[src/game_defs.svh]
`ifndef GAME_DEFS_SVH
`define GAME_DEFS_SVH

// playfield slots
`define GAME_MAX_SHOTS 8
`define GAME_MAX_TREES 16
`define GAME_MAX_BIRDS 4

// frame counts
`define GAME_COOLDOWN_NORMAL 100
`define GAME_COOLDOWN_RAPID 25
`define GAME_TREE_WAIT 400 // one tree released per period
`define GAME_RED_FRAMES 64
`define GAME_LEVEL_PAUSE 100
`define GAME_POWERUP_FRAMES 5000

`define GAME_START_LIVES 3

// bonus time, two bcd digits
`define GAME_START_TIME 8'h99
`define GAME_KILL_BONUS 8'h10

// host register byte addresses
`define GAME_REG_CTRL 4'h0
`define GAME_REG_STATUS 4'h4

`endif

[src/axil_pkg.sv]
`include "game_defs.svh"

package axil_pkg;

	typedef enum logic [1:0] {
		RESP_OKAY = 2'b00,
		RESP_SLVERR = 2'b10
	} axil_resp_e;

	// word index, taken from address bits 3:2
	typedef enum logic [1:0] {
		REG_CTRL = 2'(`GAME_REG_CTRL >> 2),
		REG_STATUS = 2'(`GAME_REG_STATUS >> 2)
	} reg_index_e;

endpackage

[src/game_pkg.sv]
package game_pkg;

	typedef enum logic [1:0] {
		LEVEL_1,
		LEVEL_2,
		LEVEL_3,
		LEVEL_4
	} level_state_e;

	// bit position inside the powerups vector
	typedef enum logic [1:0] {
		PU_INVINCIBLE,
		PU_RAPID,
		PU_DAMAGE,
		PU_DOUBLE
	} powerup_e;

	typedef struct packed {
		logic [2:0] tree_speed;
		logic [1:0] bird_speed;
		logic [1:0] bird_count; // birds minus one
		logic [1:0] trees_to_add;
		logic [3:0] bird_life;
	} level_cfg_t;

endpackage

[src/axil_if.sv]
`timescale 1ns/1ps

interface axil_if;
	logic [3:0] awaddr;
	logic awvalid;
	logic awready;
	logic [31:0] wdata;
	logic [3:0] wstrb;
	logic wvalid;
	logic wready;
	logic [1:0] bresp;
	logic bvalid;
	logic bready;
	logic [3:0] araddr;
	logic arvalid;
	logic arready;
	logic [31:0] rdata;
	logic [1:0] rresp;
	logic rvalid;
	logic rready;

	modport master (
		output awaddr, awvalid, wdata, wstrb, wvalid, bready, araddr, arvalid, rready,
		input awready, wready, bresp, bvalid, arready, rdata, rresp, rvalid
	);

	modport slave (
		input awaddr, awvalid, wdata, wstrb, wvalid, bready, araddr, arvalid, rready,
		output awready, wready, bresp, bvalid, arready, rdata, rresp, rvalid
	);
endinterface

[src/level_if.sv]
`timescale 1ns/1ps

interface level_if;
	game_pkg::level_cfg_t cfg;
	game_pkg::level_state_e level;
	logic level_up; // one clock wide

	modport fsm (
		input level_up,
		output cfg,
		output level
	);

	modport ctrl (
		input cfg,
		input level,
		output level_up
	);
endinterface
[src/game_controller.sv]
`timescale 1ns/1ps
`include "game_defs.svh"

module game_controller (
	input logic clk,
	input logic resetN,
	input logic frame_tick, // start of frame
	input logic shoot,
	input logic god_mode,
	input logic rapid_fire,
	input logic [7:0] random,
	input logic [`GAME_MAX_BIRDS-1:0] bird_alive,
	input logic hit_pulse,
	input logic powerup_hit,
	input logic out_of_time,
	level_if.ctrl lvl,
	output logic [`GAME_MAX_SHOTS-1:0] deploy_shot,
	output logic [`GAME_MAX_TREES-1:0] deploy_tree,
	output logic [`GAME_MAX_BIRDS-1:0] deploy_bird,
	output logic [3:0] bird_life,
	output logic [2:0] tree_speed,
	output logic [1:0] bird_speed,
	output logic player_red,
	output logic player_active,
	output logic [1:0] lives,
	output logic [3:0] powerups,
	output logic add_time,
	output logic [7:0] time_to_add // two bcd digits
);

	localparam int SHOT_W = $clog2(`GAME_MAX_SHOTS);
	localparam int TREE_W = $clog2(`GAME_MAX_TREES);
	localparam int COOL_W = $clog2(`GAME_COOLDOWN_NORMAL + 1);
	localparam int WAIT_W = $clog2(`GAME_TREE_WAIT + 1);
	localparam int RED_W = $clog2(`GAME_RED_FRAMES + 1);
	localparam int PAUSE_W = $clog2(`GAME_LEVEL_PAUSE + 1);
	localparam int PU_W = $clog2(`GAME_POWERUP_FRAMES + 1);
	localparam int ALIVE_W = $clog2(`GAME_MAX_BIRDS + 1);
	localparam int PEND_W = 5;

	logic [SHOT_W-1:0] shot_idx;
	logic [TREE_W-1:0] tree_idx;
	logic [COOL_W-1:0] cooldown;
	logic [COOL_W-1:0] cool_load;
	logic [WAIT_W-1:0] tree_cnt;
	logic [PEND_W-1:0] pending_trees;
	logic [PEND_W-1:0] pending_add;
	logic [RED_W-1:0] red_cnt;
	logic [PAUSE_W-1:0] pause_cnt;
	logic [PU_W-1:0] pu_cnt;
	logic [ALIVE_W-1:0] alive_cnt;
	logic [ALIVE_W-1:0] last_alive;
	logic level_done;
	logic start_level;
	logic level_up_r;
	logic invincible;
	logic tree_release;
	game_pkg::powerup_e pu_sel;

	assign alive_cnt = ALIVE_W'($countones(bird_alive));
	assign invincible = (red_cnt != '0) || god_mode || powerups[game_pkg::PU_INVINCIBLE];
	assign cool_load = (rapid_fire || powerups[game_pkg::PU_RAPID]) ?
		COOL_W'(`GAME_COOLDOWN_RAPID) : COOL_W'(`GAME_COOLDOWN_NORMAL);
	assign tree_release = (pending_trees != '0) && (tree_cnt == WAIT_W'(`GAME_TREE_WAIT - 1));
	assign pending_add = start_level ? PEND_W'(lvl.cfg.trees_to_add) : '0;
	assign pu_sel = game_pkg::powerup_e'(random[7:6]);

	always_ff @(posedge clk or negedge resetN) begin
		if (!resetN) begin
			deploy_shot <= '0;
			deploy_tree <= '0;
			deploy_bird <= '0;
			bird_life <= '0;
			tree_speed <= '0;
			bird_speed <= '0;
			player_active <= 1'b1;
			lives <= 2'(`GAME_START_LIVES);
			powerups <= '0;
			add_time <= 1'b1; // initial time load
			time_to_add <= `GAME_START_TIME;
			level_up_r <= 1'b0;
			start_level <= 1'b1; // birds go out on the first tick
			level_done <= 1'b1;
			shot_idx <= '0;
			tree_idx <= '0;
			cooldown <= '0;
			tree_cnt <= '0;
			pending_trees <= '0;
			red_cnt <= '0;
			pause_cnt <= '0;
			pu_cnt <= '0;
			last_alive <= '0;
		end else begin
			add_time <= 1'b0;
			time_to_add <= 8'h00;
			level_up_r <= 1'b0;
			if (frame_tick) begin
				deploy_shot <= '0;
				deploy_tree <= '0;
				deploy_bird <= '0;
				start_level <= 1'b0;
				tree_speed <= lvl.cfg.tree_speed;
				bird_speed <= lvl.cfg.bird_speed;
				bird_life <= lvl.cfg.bird_life;
				last_alive <= alive_cnt;
				cooldown <= (cooldown != '0) ? cooldown - 1'b1 : '0;
				red_cnt <= (red_cnt != '0) ? red_cnt - 1'b1 : '0;
				pause_cnt <= (pause_cnt != '0) ? pause_cnt - 1'b1 : '0;
				pu_cnt <= (pu_cnt != '0) ? pu_cnt - 1'b1 : '0;
				tree_cnt <= (tree_cnt == WAIT_W'(`GAME_TREE_WAIT - 1)) ? '0 : tree_cnt + 1'b1;
				pending_trees <= pending_trees - PEND_W'(tree_release) + pending_add;

				if (shoot && cooldown == '0) begin
					deploy_shot[shot_idx] <= 1'b1;
					shot_idx <= shot_idx + 1'b1; // slot count is a power of two
					cooldown <= cool_load;
				end

				if (tree_release) begin
					deploy_tree[tree_idx] <= 1'b1;
					tree_idx <= tree_idx + 1'b1;
				end

				if (start_level) begin
					for (int i = 0; i < `GAME_MAX_BIRDS; i++) begin
						deploy_bird[i] <= (i <= lvl.cfg.bird_count);
					end
				end

				if (hit_pulse && !invincible && player_active) begin
					lives <= lives - 2'd1;
					if (lives == 2'd1) begin
						player_active <= 1'b0; // game over
					end else begin
						red_cnt <= RED_W'(`GAME_RED_FRAMES);
					end
				end

				if (out_of_time) begin
					player_active <= 1'b0;
				end

				// level clear is armed again once birds are seen alive
				if (bird_alive != '0) begin
					level_done <= 1'b0;
				end else if (!level_done) begin
					level_done <= 1'b1;
					level_up_r <= 1'b1;
					pause_cnt <= PAUSE_W'(`GAME_LEVEL_PAUSE);
				end

				if (pause_cnt == PAUSE_W'(1) && bird_alive == '0) begin
					start_level <= 1'b1;
				end

				if (alive_cnt < last_alive) begin
					add_time <= 1'b1;
					time_to_add <= `GAME_KILL_BONUS;
				end

				if (pu_cnt == '0) begin
					powerups <= '0;
				end
				if (powerup_hit) begin
					powerups[pu_sel] <= 1'b1;
					pu_cnt <= PU_W'(`GAME_POWERUP_FRAMES); // restarts for all active
				end
			end
		end
	end

	assign player_red = (red_cnt != '0);
	assign lvl.level_up = level_up_r;

endmodule

[src/game_regs.sv]
`timescale 1ns/1ps

module game_regs (
	input logic clk,
	input logic resetN,
	axil_if.slave bus,
	input logic [1:0] lives,
	input logic player_active,
	input game_pkg::level_state_e level,
	input logic [3:0] powerups,
	output logic god_mode,
	output logic rapid_fire
);

	logic [1:0] ctrl_q;
	logic [31:0] status;
	logic [31:0] rd_word;
	logic [31:0] rdata_q;
	logic bvalid_q;
	logic rvalid_q;
	logic wr_go;
	logic rd_go;
	logic wr_ok;
	logic rd_ok;
	axil_pkg::reg_index_e wr_idx;
	axil_pkg::reg_index_e rd_idx;
	axil_pkg::axil_resp_e bresp_q;
	axil_pkg::axil_resp_e rresp_q;

	assign status = {20'b0, powerups, 2'b0, level, 1'b0, player_active, lives};

	// aw and w go in together, held off while b is pending
	assign wr_go = bus.awvalid && bus.wvalid && !bvalid_q;
	assign rd_go = bus.arvalid && !rvalid_q;

	assign bus.awready = wr_go;
	assign bus.wready = wr_go;
	assign bus.arready = !rvalid_q;

	assign wr_idx = axil_pkg::reg_index_e'(bus.awaddr[3:2]);
	assign rd_idx = axil_pkg::reg_index_e'(bus.araddr[3:2]);

	assign wr_ok = (bus.awaddr[1:0] == 2'b00) && (wr_idx == axil_pkg::REG_CTRL); // status is ro

	always_comb begin
		rd_word = '0;
		rd_ok = 1'b0;
		if (bus.araddr[1:0] == 2'b00) begin
			case (rd_idx)
				axil_pkg::REG_CTRL: begin
					rd_word = {30'b0, ctrl_q};
					rd_ok = 1'b1;
				end
				axil_pkg::REG_STATUS: begin
					rd_word = status;
					rd_ok = 1'b1;
				end
				default: rd_ok = 1'b0;
			endcase
		end
	end

	always_ff @(posedge clk or negedge resetN) begin
		if (!resetN) begin
			ctrl_q <= 2'b00;
			bvalid_q <= 1'b0;
			rvalid_q <= 1'b0;
		end else begin
			if (wr_go) begin
				bvalid_q <= 1'b1;
				if (wr_ok && bus.wstrb[0]) begin
					ctrl_q <= bus.wdata[1:0];
				end
			end else if (bus.bready) begin
				bvalid_q <= 1'b0;
			end
			if (rd_go) begin
				rvalid_q <= 1'b1;
			end else if (bus.rready) begin
				rvalid_q <= 1'b0;
			end
		end
	end

	// response payload, only sampled while valid is high
	always_ff @(posedge clk) begin
		if (wr_go) begin
			if (wr_ok)
				bresp_q <= axil_pkg::RESP_OKAY;
			else
				bresp_q <= axil_pkg::RESP_SLVERR;
		end
		if (rd_go) begin
			rdata_q <= rd_word;
			if (rd_ok)
				rresp_q <= axil_pkg::RESP_OKAY;
			else
				rresp_q <= axil_pkg::RESP_SLVERR;
		end
	end

	assign bus.bvalid = bvalid_q;
	assign bus.bresp = bresp_q;
	assign bus.rvalid = rvalid_q;
	assign bus.rdata = rdata_q;
	assign bus.rresp = rresp_q;

	assign god_mode = ctrl_q[0];
	assign rapid_fire = ctrl_q[1];

endmodule

[src/game_top.sv]
`timescale 1ns/1ps
`include "game_defs.svh"

module game_top (
	input logic clk,
	input logic resetN,
	input logic frame_tick,
	input logic shoot,
	input logic [7:0] random,
	input logic [`GAME_MAX_BIRDS-1:0] bird_alive,
	input logic hit_pulse,
	input logic powerup_hit,
	input logic out_of_time,
	input logic [3:0] s_awaddr,
	input logic s_awvalid,
	output logic s_awready,
	input logic [31:0] s_wdata,
	input logic [3:0] s_wstrb,
	input logic s_wvalid,
	output logic s_wready,
	output logic [1:0] s_bresp,
	output logic s_bvalid,
	input logic s_bready,
	input logic [3:0] s_araddr,
	input logic s_arvalid,
	output logic s_arready,
	output logic [31:0] s_rdata,
	output logic [1:0] s_rresp,
	output logic s_rvalid,
	input logic s_rready,
	output logic [`GAME_MAX_SHOTS-1:0] deploy_shot,
	output logic [`GAME_MAX_TREES-1:0] deploy_tree,
	output logic [`GAME_MAX_BIRDS-1:0] deploy_bird,
	output logic [3:0] bird_life,
	output logic [2:0] tree_speed,
	output logic [1:0] bird_speed,
	output logic player_red,
	output logic player_active,
	output logic [1:0] lives,
	output logic [3:0] powerups,
	output logic add_time,
	output logic [7:0] time_to_add
);

	logic god_mode;
	logic rapid_fire;

	axil_if bus ();
	level_if lvl ();

	// host side of the bus, straight from the pins
	assign bus.awaddr = s_awaddr;
	assign bus.awvalid = s_awvalid;
	assign bus.wdata = s_wdata;
	assign bus.wstrb = s_wstrb;
	assign bus.wvalid = s_wvalid;
	assign bus.bready = s_bready;
	assign bus.araddr = s_araddr;
	assign bus.arvalid = s_arvalid;
	assign bus.rready = s_rready;
	assign s_awready = bus.awready;
	assign s_wready = bus.wready;
	assign s_bresp = bus.bresp;
	assign s_bvalid = bus.bvalid;
	assign s_arready = bus.arready;
	assign s_rdata = bus.rdata;
	assign s_rresp = bus.rresp;
	assign s_rvalid = bus.rvalid;

	game_regs u_regs (
		.clk(clk),
		.resetN(resetN),
		.bus(bus.slave),
		.lives(lives),
		.player_active(player_active),
		.level(lvl.level),
		.powerups(powerups),
		.god_mode(god_mode),
		.rapid_fire(rapid_fire)
	);

	level_fsm u_level (
		.clk(clk),
		.resetN(resetN),
		.lvl(lvl.fsm)
	);

	game_controller u_ctrl (
		.clk(clk),
		.resetN(resetN),
		.frame_tick(frame_tick),
		.shoot(shoot),
		.god_mode(god_mode),
		.rapid_fire(rapid_fire),
		.random(random),
		.bird_alive(bird_alive),
		.hit_pulse(hit_pulse),
		.powerup_hit(powerup_hit),
		.out_of_time(out_of_time),
		.lvl(lvl.ctrl),
		.deploy_shot(deploy_shot),
		.deploy_tree(deploy_tree),
		.deploy_bird(deploy_bird),
		.bird_life(bird_life),
		.tree_speed(tree_speed),
		.bird_speed(bird_speed),
		.player_red(player_red),
		.player_active(player_active),
		.lives(lives),
		.powerups(powerups),
		.add_time(add_time),
		.time_to_add(time_to_add)
	);

endmodule

[src/level_fsm.sv]
`timescale 1ns/1ps

module level_fsm (
	input logic clk,
	input logic resetN,
	level_if.fsm lvl
);

	game_pkg::level_state_e state;
	game_pkg::level_cfg_t cfg_tbl;

	always_ff @(posedge clk or negedge resetN) begin
		if (!resetN) begin
			state <= game_pkg::LEVEL_1;
		end else if (lvl.level_up && state != game_pkg::LEVEL_4) begin
			state <= game_pkg::level_state_e'(state + 2'd1); // level 4 repeats
		end
	end

	// per level settings, each level harder than the last
	always_comb begin
		case (state)
			game_pkg::LEVEL_1: cfg_tbl = '{
				tree_speed: 3'd1,
				bird_speed: 2'd1,
				bird_count: 2'd0,
				trees_to_add: 2'd1,
				bird_life: 4'd2
			};
			game_pkg::LEVEL_2: cfg_tbl = '{
				tree_speed: 3'd2,
				bird_speed: 2'd1,
				bird_count: 2'd1,
				trees_to_add: 2'd2,
				bird_life: 4'd4
			};
			game_pkg::LEVEL_3: cfg_tbl = '{
				tree_speed: 3'd3,
				bird_speed: 2'd2,
				bird_count: 2'd2,
				trees_to_add: 2'd2,
				bird_life: 4'd6
			};
			default: cfg_tbl = '{
				tree_speed: 3'd5,
				bird_speed: 2'd3,
				bird_count: 2'd3,
				trees_to_add: 2'd3,
				bird_life: 4'd8
			};
		endcase
	end

	assign lvl.cfg = cfg_tbl;
	assign lvl.level = state;

endmodule

[config.mk]
export PLATFORM = sky130hd
export DESIGN_NAME = game_top
export DESIGN_NICKNAME = d
export VERILOG_FILES = /design/src/axil_pkg.sv /design/src/game_pkg.sv /design/src/axil_if.sv /design/src/level_if.sv /design/src/game_controller.sv /design/src/game_regs.sv /design/src/game_top.sv /design/src/level_fsm.sv
export VERILOG_INCLUDE_DIRS = /design/src /design/src/src
export SDC_FILE = /design/constraint.sdc
export NUM_CORES = 1
export LEC_CHECK = 0
export ABC_AREA = 0
export BUFFER_PORTS_ARGS = -buffer_cell sky130_fd_sc_hd__buf_4
export CAP_MARGIN = 20
export CORE_AREA = 2 2 109 111
export DETAILED_ROUTE_END_ITERATION = 16
export DIE_AREA = 0 0 111 113
export PLACE_DENSITY = 0.82
export SETUP_SLACK_MARGIN = 0.2
export SYNTH_ARGS = -nofsm -noshare
export SYNTH_HDL_FRONTEND = slang
export SYNTH_SLANG_ARGS = --single-unit
[constraint.sdc]
create_clock -name clk -period 5.2 [get_ports clk]
set_input_delay 1.04 -clock clk [delete_from_list [all_inputs] [get_ports clk]]
set_output_delay 1.04 -clock clk [all_outputs]
set_load 0.005 [all_outputs]
### Yosys cells after proc, flatten, opt, wreduce, memory -nomap -nowiden

Index checks and enable logic that the tools add are counted.

* bits in registers: 156
* bits in latches: 0
* memory bits (writable): 0
* bits in read-only memories: 0
* input bits: 68
* output and inout port bits: 95
* word-level logic and storage cells: 153
* memories kept: 0

* add/subtract/negate cells: 14
* $mul: 0
* divide/modulo/power cells: 0
* $lt $le $gt $ge: 10
* equal/unequal tests: 7
* shift operators: 0
* muxes and demuxes: 47
* bitwise logic cells: 1
* reduce and logical (&&, ||, !) cells: 44

Operators with widths (number)
* two-way mux 7 bit: 9
* one-hot mux 13 bit (3 select lines): 1
* two-way mux 13 bit: 2
* one-hot mux 12 bit (2 select lines): 1
* nonzero test 7 bit: 3
* subtractor 7 x 1 -> 7 bit (second input constant): 3
* two-way mux 1 bit: 19
* two-way mux 16 bit: 1
* two-way mux 4 bit: 4
* two-way mux 8 bit: 2
* logical AND 1 bit: 14
* zero test 13 bit: 1
* nonzero test 13 bit: 1
* subtractor 13 x 1 -> 13 bit (second input constant): 1
* zero test 2 bit: 5
* adder 9 x 1 -> 9 bit (second input constant): 1
* == test 9 bit (second input constant): 1
* two-way mux 9 bit: 1
* AND reduction 2 bit: 4
* nonzero test 2 bit: 4
* == test 7 x 1 -> 1 bit (second input constant): 1
* zero test 7 bit: 1
* == test 2 x 1 -> 1 bit (second input constant): 3
* two-way mux 2 bit: 3
* other kinds (31): 37

### Depth between registers and ports, before layout

* word-level depth: 8
* depth in mapped cells: 12
* depth with buffers taken out: 12

### Modules after synthesis

From an unflattened synthesis, not the netlist that was laid out.

* cells, all modules: 586
* area total of the unflattened synthesis: 6282.3 um2

Modules (own cells, without submodules)
* game_controller: times used 1, cells an instance 492, area each 5227.5 um2, seq. area each 2686.3 um2
* game_regs: times used 1, cells an instance 67, area each 808.3 um2, seq. area each 430.4 um2
* level_fsm: times used 1, cells an instance 27, area each 246.5 um2, seq. area each 50.0 um2

### Worst setup path before layout

Ideal clock, no wire load.

* kind: input-to-reg
* from: input port bird_alive[0]
* to: register u_ctrl.time_to_add[4]
* library setup time: 0.078 ns
* arrival: 2.630 ns
* required time: 5.122 ns
* setup slack: 2.492 ns
* stages on the path: 10
* path buffers: 0
* cell sequence: inv_1 ha_1 ha_1 inv_1 fa_1 inv_1 ha_1 a21boi_0 o21ai_0 and3b_1

* word-level cells in the longest chain between the ends: 5

Ends and longest elaborated chain
* from (decl): line game_top.sv:10 `` input logic [`GAME_MAX_BIRDS-1:0] bird_alive, ``
* adder 1 x 1 -> 2 bit (not written as such): line game_controller.sv:60 `assign alive_cnt = ALIVE_W'($countones(bird_alive));`
* adder 3 bit (not written as such): line game_controller.sv:60
* via u_ctrl.alive_cnt[1]: line game_controller.sv:51 `logic [ALIVE_W-1:0] alive_cnt;`
* < comparator 3 bit: line game_controller.sv:156 `if (alive_cnt < last_alive) begin`
* two-way mux 5 bit: line game_controller.sv:156
* two-way mux 8 bit: line game_controller.sv:97 `if (frame_tick) begin`
* to (signal assigned): line game_controller.sv:80 `` time_to_add <= `GAME_START_TIME; ``
* to (signal assigned): line game_controller.sv:158 `` time_to_add <= `GAME_KILL_BONUS; ``
* to (decl): line game_controller.sv:28 `output logic [7:0] time_to_add`

The timed path passes the listed nets, and every way through them passes these cells.
A chain may end at the register's enable or synchronous reset.

### Final worst setup path

* from: register u_ctrl.pending_trees[3]
* to: register u_ctrl.pending_trees[4]

* word-level cells in the longest chain between the ends: 4

Ends and longest elaborated chain
* from (decl): line game_controller.sv:46 `logic [PEND_W-1:0] pending_trees;`
* from (signal assigned): line game_controller.sv:111 `pending_trees <= pending_trees - PEND_W'(tree_release) + pending_add;`
* nonzero test 5 bit: line game_controller.sv:64 `` assign tree_release = (pending_trees != '0) && (tree_cnt == WAIT_W'(`GAME_TREE_WAIT - 1)); ``
* logical AND 1 bit: line game_controller.sv:64
* subtractor 5 x 1 -> 5 bit (*): line game_controller.sv:111
* adder 5 bit (*): line game_controller.sv:111

Every way passes the cells marked *; elsewhere a longest branch is shown, timed or not.

==> key figures <==
STA
  • Max-slew violation total from the final report: 0
  • Final Hold Vio Count: 0
  • F_max: 327 MHz
  • Tightest Pin Transition: 0.866 ns
  • Min cycle time layout: 3.06 ns
  • Final total negative setup slack: 0 ns
  • Slew margin rel.: 42.3%
  • Clock skew after layout: 0.00743 ns
  • Final critical-path share of the clock period: 58.8%
  • Unrepaired setup endpoints after global routing: false
  • Final setup violation count: 0

Floorplan
  • Starting Density: between 50 and 60%
  • Vertical die dimension: 113 µm
  • Die Area: 12500 µm²
  • Number of top-level design ports: 163
  • Placeable core region: 11300 µm²
  • Number of standard-cell rows in the floorplan: 39
  • Die extent in x: 111 µm

GRT
  • Number of global-route vias before repair: 4510
  • Overall fraction of global-route tracks in use: between 20% and 30%
  • Global-route congestion overflow total: 0
  • Initial antenna violation count: 0
  • Pin count of the biggest net entering global routing: 72
  • First-pass GRT wire length: 21300 µm

Synthesis
  • Top-area cell type share of the netlist area: 42.1%
  • Largest area contributor in the synthesized netlist: dfrtp_1
  • Post-synth EDFFs: 11
  • Gate count of the mapped netlist: 590
  • Area fraction in compound gates after synthesis: 9.85%
  • Dominant combinational cell family by area after synthesis: simple AND/OR/NAND/NOR gates
  • Post-synthesis instance area: 6120 µm²
  • Most frequent cells after synthesis: 103 x dfrtp_1, 71 x inv_1, 42 x nand2_1
  • Basic-gate share of the synthesized area counting and, or, nand and nor cells: between 10% and 20%
  • Xor/xnor share of the synthesized area: roughly 3.1%
  • Mean cell area of the mapped netlist: 10.4 µm²
  • Proportion of synthesized chip area in sequential cells: 50.5%
  • Number of warning messages in the yosys log: 0
  • Ranking of synthesized cells by area: dfrtp_1 42%, ha_1 6.7%, edfxtp_1 5.4%, buf_4 4.4%, inv_1 4.4%
  • Fraction of the mapped netlist area in adder cells: 7.40%
  • Distinct cell type count after synthesis: between 60 and 70
  • Main synth FF type: dfrtp_1
  • Top-count cell post-synth: dfrtp_1
  • Post-synthesis register bit count: 121
  • Async set-reset flop share out of synthesis: just over 90%
  • Mux share of post-synthesis cell area: under 10%

Power
  • Sequential Power Share: between 40% and 50%
  • Share of total power in combinational logic: 23.7%
  • Standby leakage power: 3.42 nW
  • Internal power summed over all cells: 0.00217 W
  • Switching pwr: 0.000999 W
  • Switching share of power: 31.5%
  • Power share of the clock group: 33.5%
  • Total chip power: 0.00317 W
  • Worst VDD drop: 0.252 mV
  • P per Cell Area: 432 nW/µm²

Clock network
  • Clk sinks: 121
  • Deepest clock path buffer count: 2
  • Clock Tree Root: clkbuf_16
  • Hold Buf Count CTS: 0
  • TritonCTS clock tree: built
  • Clock latency of the later-clocked register in the worst-skew pair: 0.41 ns
  • Gates resized, CTS repair: 0
  • Count of buffers added by post-CTS timing repair for setup: 0
  • Depth of the CTS H-tree: 4
  • Clock edge transition at the registers on the reported setup and hold paths: 0.05 ns
  • Inserted Clock Buffers: 17

Worst setup path
  • Arrival time of data at the critical path endpoint: 3.34 ns
  • Longest individual stage delay on the worst path: 0.47 ns
  • Worst setup path class: reg2reg
  • Endpoint required time on the critical path: ~5.5 ns
  • Endpoint class of the critical path: flop
  • Largest fanout on the critical path: 5
  • Cells traversed along the worst timing path: inv_1 > ha_1 > nor4b_1 > nor4_1 > ha_1 > inv_1 > ha_1 > fa_1 > a21oi_1 > o2111ai_1 > o31ai_1 > o221ai_1
  • Critical path's most frequent cell: ha_1
  • Cell at the slowest stage of the critical path: nor4b_1
  • Critical path startpoint category: flop

Placed design
  • Number of cells after detailed placement: 806
  • Routability Congestion: 0.848
  • Post-DP HPWL: 8490 µm
  • Placed inst area: approximately 6800 µm²
  • Port buffer count: 93

Detailed routing
  • DRC viols: 0
  • Avg WL per Cell: ~15 µm
  • Detailed-route wire length: between 10000 and 15000 µm
  • Vias per cell: 5.44
  • Post-route ant nets: 0
  • Via Count: 4557
  • Number of search-and-repair iterations in the first detailed-routing pass: 6
  • Number of design-rule violations left by the first detailed-router iteration: roughly 400

Finish
  • Total non-filler cell area in the finished layout: 7340 µm²
  • Diode count: 0
  • Fraction of final layout cells with drive strength greater than 1: around 22%
  • Number of nets in the layout: ~790
  • Number of non-filler instances in the completed layout: 838
  • Area overhead of the layout relative to synthesis: 19.8%

Status
  • Run status: completed

Min path
  • Path type of the worst min-delay path: reg2reg

Job
  • Max-cap violation count: 0
-- cell usage in the layout (no fill, tap or decap), types with 3 or more instances in the layout --
cell and count:
a21oi_1 15, or4_1 5, clkinv_2 3, xor2_1 7, nor4_1 7, or4b_2 5, nand3_1 16, buf_4 95
a211o_1 4, nand2b_1 11, clkbuf_16 17, nor3_1 13, mux2i_1 9, nand4_1 5, nor2b_1 4, clkbuf_8 4
inv_1 71, ha_1 33, conb_1 31, nor2_1 30, edfxtp_1 11, dfrtp_1 103, and3b_1 3, nand3b_1 3
a21o_1 4, mux2_2 11, and3_1 7, o31ai_1 4, xnor2_1 15, nand4b_1 3, clkinvlp_4 4, o21ai_0 23
or3_1 4, clkbuf_1 4, nand2_1 42, o22ai_1 25, dfstp_2 7
-- flip-flops by register name (all words and copies together), names as in the netlist, 3 cells and up --
signal                count
u_ctrl.shot_idx           3
u_ctrl.pause_cnt          7
u_ctrl.pending_trees      5
u_ctrl.pu_cnt            13
u_ctrl.cooldown           7
u_ctrl.tree_cnt           9
u_ctrl.powerups           4
u_ctrl.tree_speed         3
u_ctrl.last_alive         3
u_ctrl.tree_idx           4
u_ctrl.deploy_tree       16
u_ctrl.red_cnt            7
u_ctrl.deploy_shot        8
u_ctrl.deploy_bird        4
u_regs.bus.rdata          9
-- per-layer routing --
| metal | share of wire [%] | track usage (%) | up-vias | wire length, µm |
|---|---|---|---|---|
| met5 | 0 | 0 | - | 0 |
| li1 | - | - | 2164 | - |
| met1 | 41 | 24.8 | 2230 | 5180 |
| met2 | 52 | 36.8 | 141 | 6650 |
| met4 | 1.7 | 8.25 | 0 | 216 |
| met3 | 5.0 | 5.73 | 22 | 629 |
-- power groups by stage --
stage	Sequential (W)	Combinational, W	Clock [W]
detailed placement	0.00136	0.000731	0
CTS	0.00135	0.000752	0.00107
finish	0.00136	0.000750	0.00106
global placement	0.00135	0.000686	0
global route	0.00139	0.000844	0.00112
floorplan	0.00131	0.000550	0
-- critical path: cells and delay by family, from the launching register on --
kind | cells | cell delay [ns]
fa+ha+maj | 4 | 1.12
flops | 1 | 0.42
simple gates | 2 | 0.60
compound gates | 4 | 0.64
buf+inv | 2 | 0.16
-- kinds of logic after synthesis --
| kind of cell | count (synthesis) |
|---|---|
| AOI/OAI and AO/OA | 94 |
| muxes | 20 |
| adders and majority gates | 35 |
| and+or+nand+nor | 174 |
| buffers and inverters | 123 |
| other | 1 |
| xor gates and xnor gates | 22 |
| DFF | 121 |
-- through the flow --
| stage | worst slack (ns) | utilization [%] | hold slack (ns) |
|---|---|---|---|
| 6_report | 2.14 | 65.1 | 0.483 |
| 5_1_grt | 1.95 | 65.1 | 0.503 |
| 4_1_cts | 2.16 | 65.1 | 0.486 |
| 3_5_place_dp | 2.14 | 60.3 | 0.466 |
| 3_3_place_gp | 2.18 | 60.3 | 0.468 |
| 2_1_floorplan | 2.49 | - | 0.451 |
-- final cells by class --
class | instances | area, µm²
tap | 143 | 179
clock inverter | 7 | 45.0
timing repair buffer | 95 | 713
multi-input combinational | 376 | 2550
clock buffer | 25 | 495
sequential | 121 | 3090
inverter | 71 | 267
fill | 834 | 3930
-- worst paths after layout --
check / slack (ns) / end / startpoint / cells past startpoint
setup reg to reg: 2.14 / u_ctrl.pending_trees[4]$_DFFE_PN0P_ / u_ctrl.pending_trees[3]$_DFFE_PN0P_ / 12
hold reg to reg: 0.48 / u_ctrl.pause_cnt[6]$_DFFE_PN0P_ / u_ctrl.pause_cnt[6]$_DFFE_PN0P_ / 1
max in group asynchronous: 3.38 / u_ctrl.time_to_add[4]$_DFF_PN1_ / resetN / 2
setup / recovery: 2.14 / u_ctrl.pending_trees[4]$_DFFE_PN0P_ / u_ctrl.pending_trees[3]$_DFFE_PN0P_ / 12
min in group asynchronous: 0.73 / u_ctrl.powerups[2]$_DFFE_PN0P_ / resetN / 1
hold / removal: 0.48 / u_ctrl.pause_cnt[6]$_DFFE_PN0P_ / u_ctrl.pause_cnt[6]$_DFFE_PN0P_ / 1
Note: power is estimated with default switching activity, not from simulation.
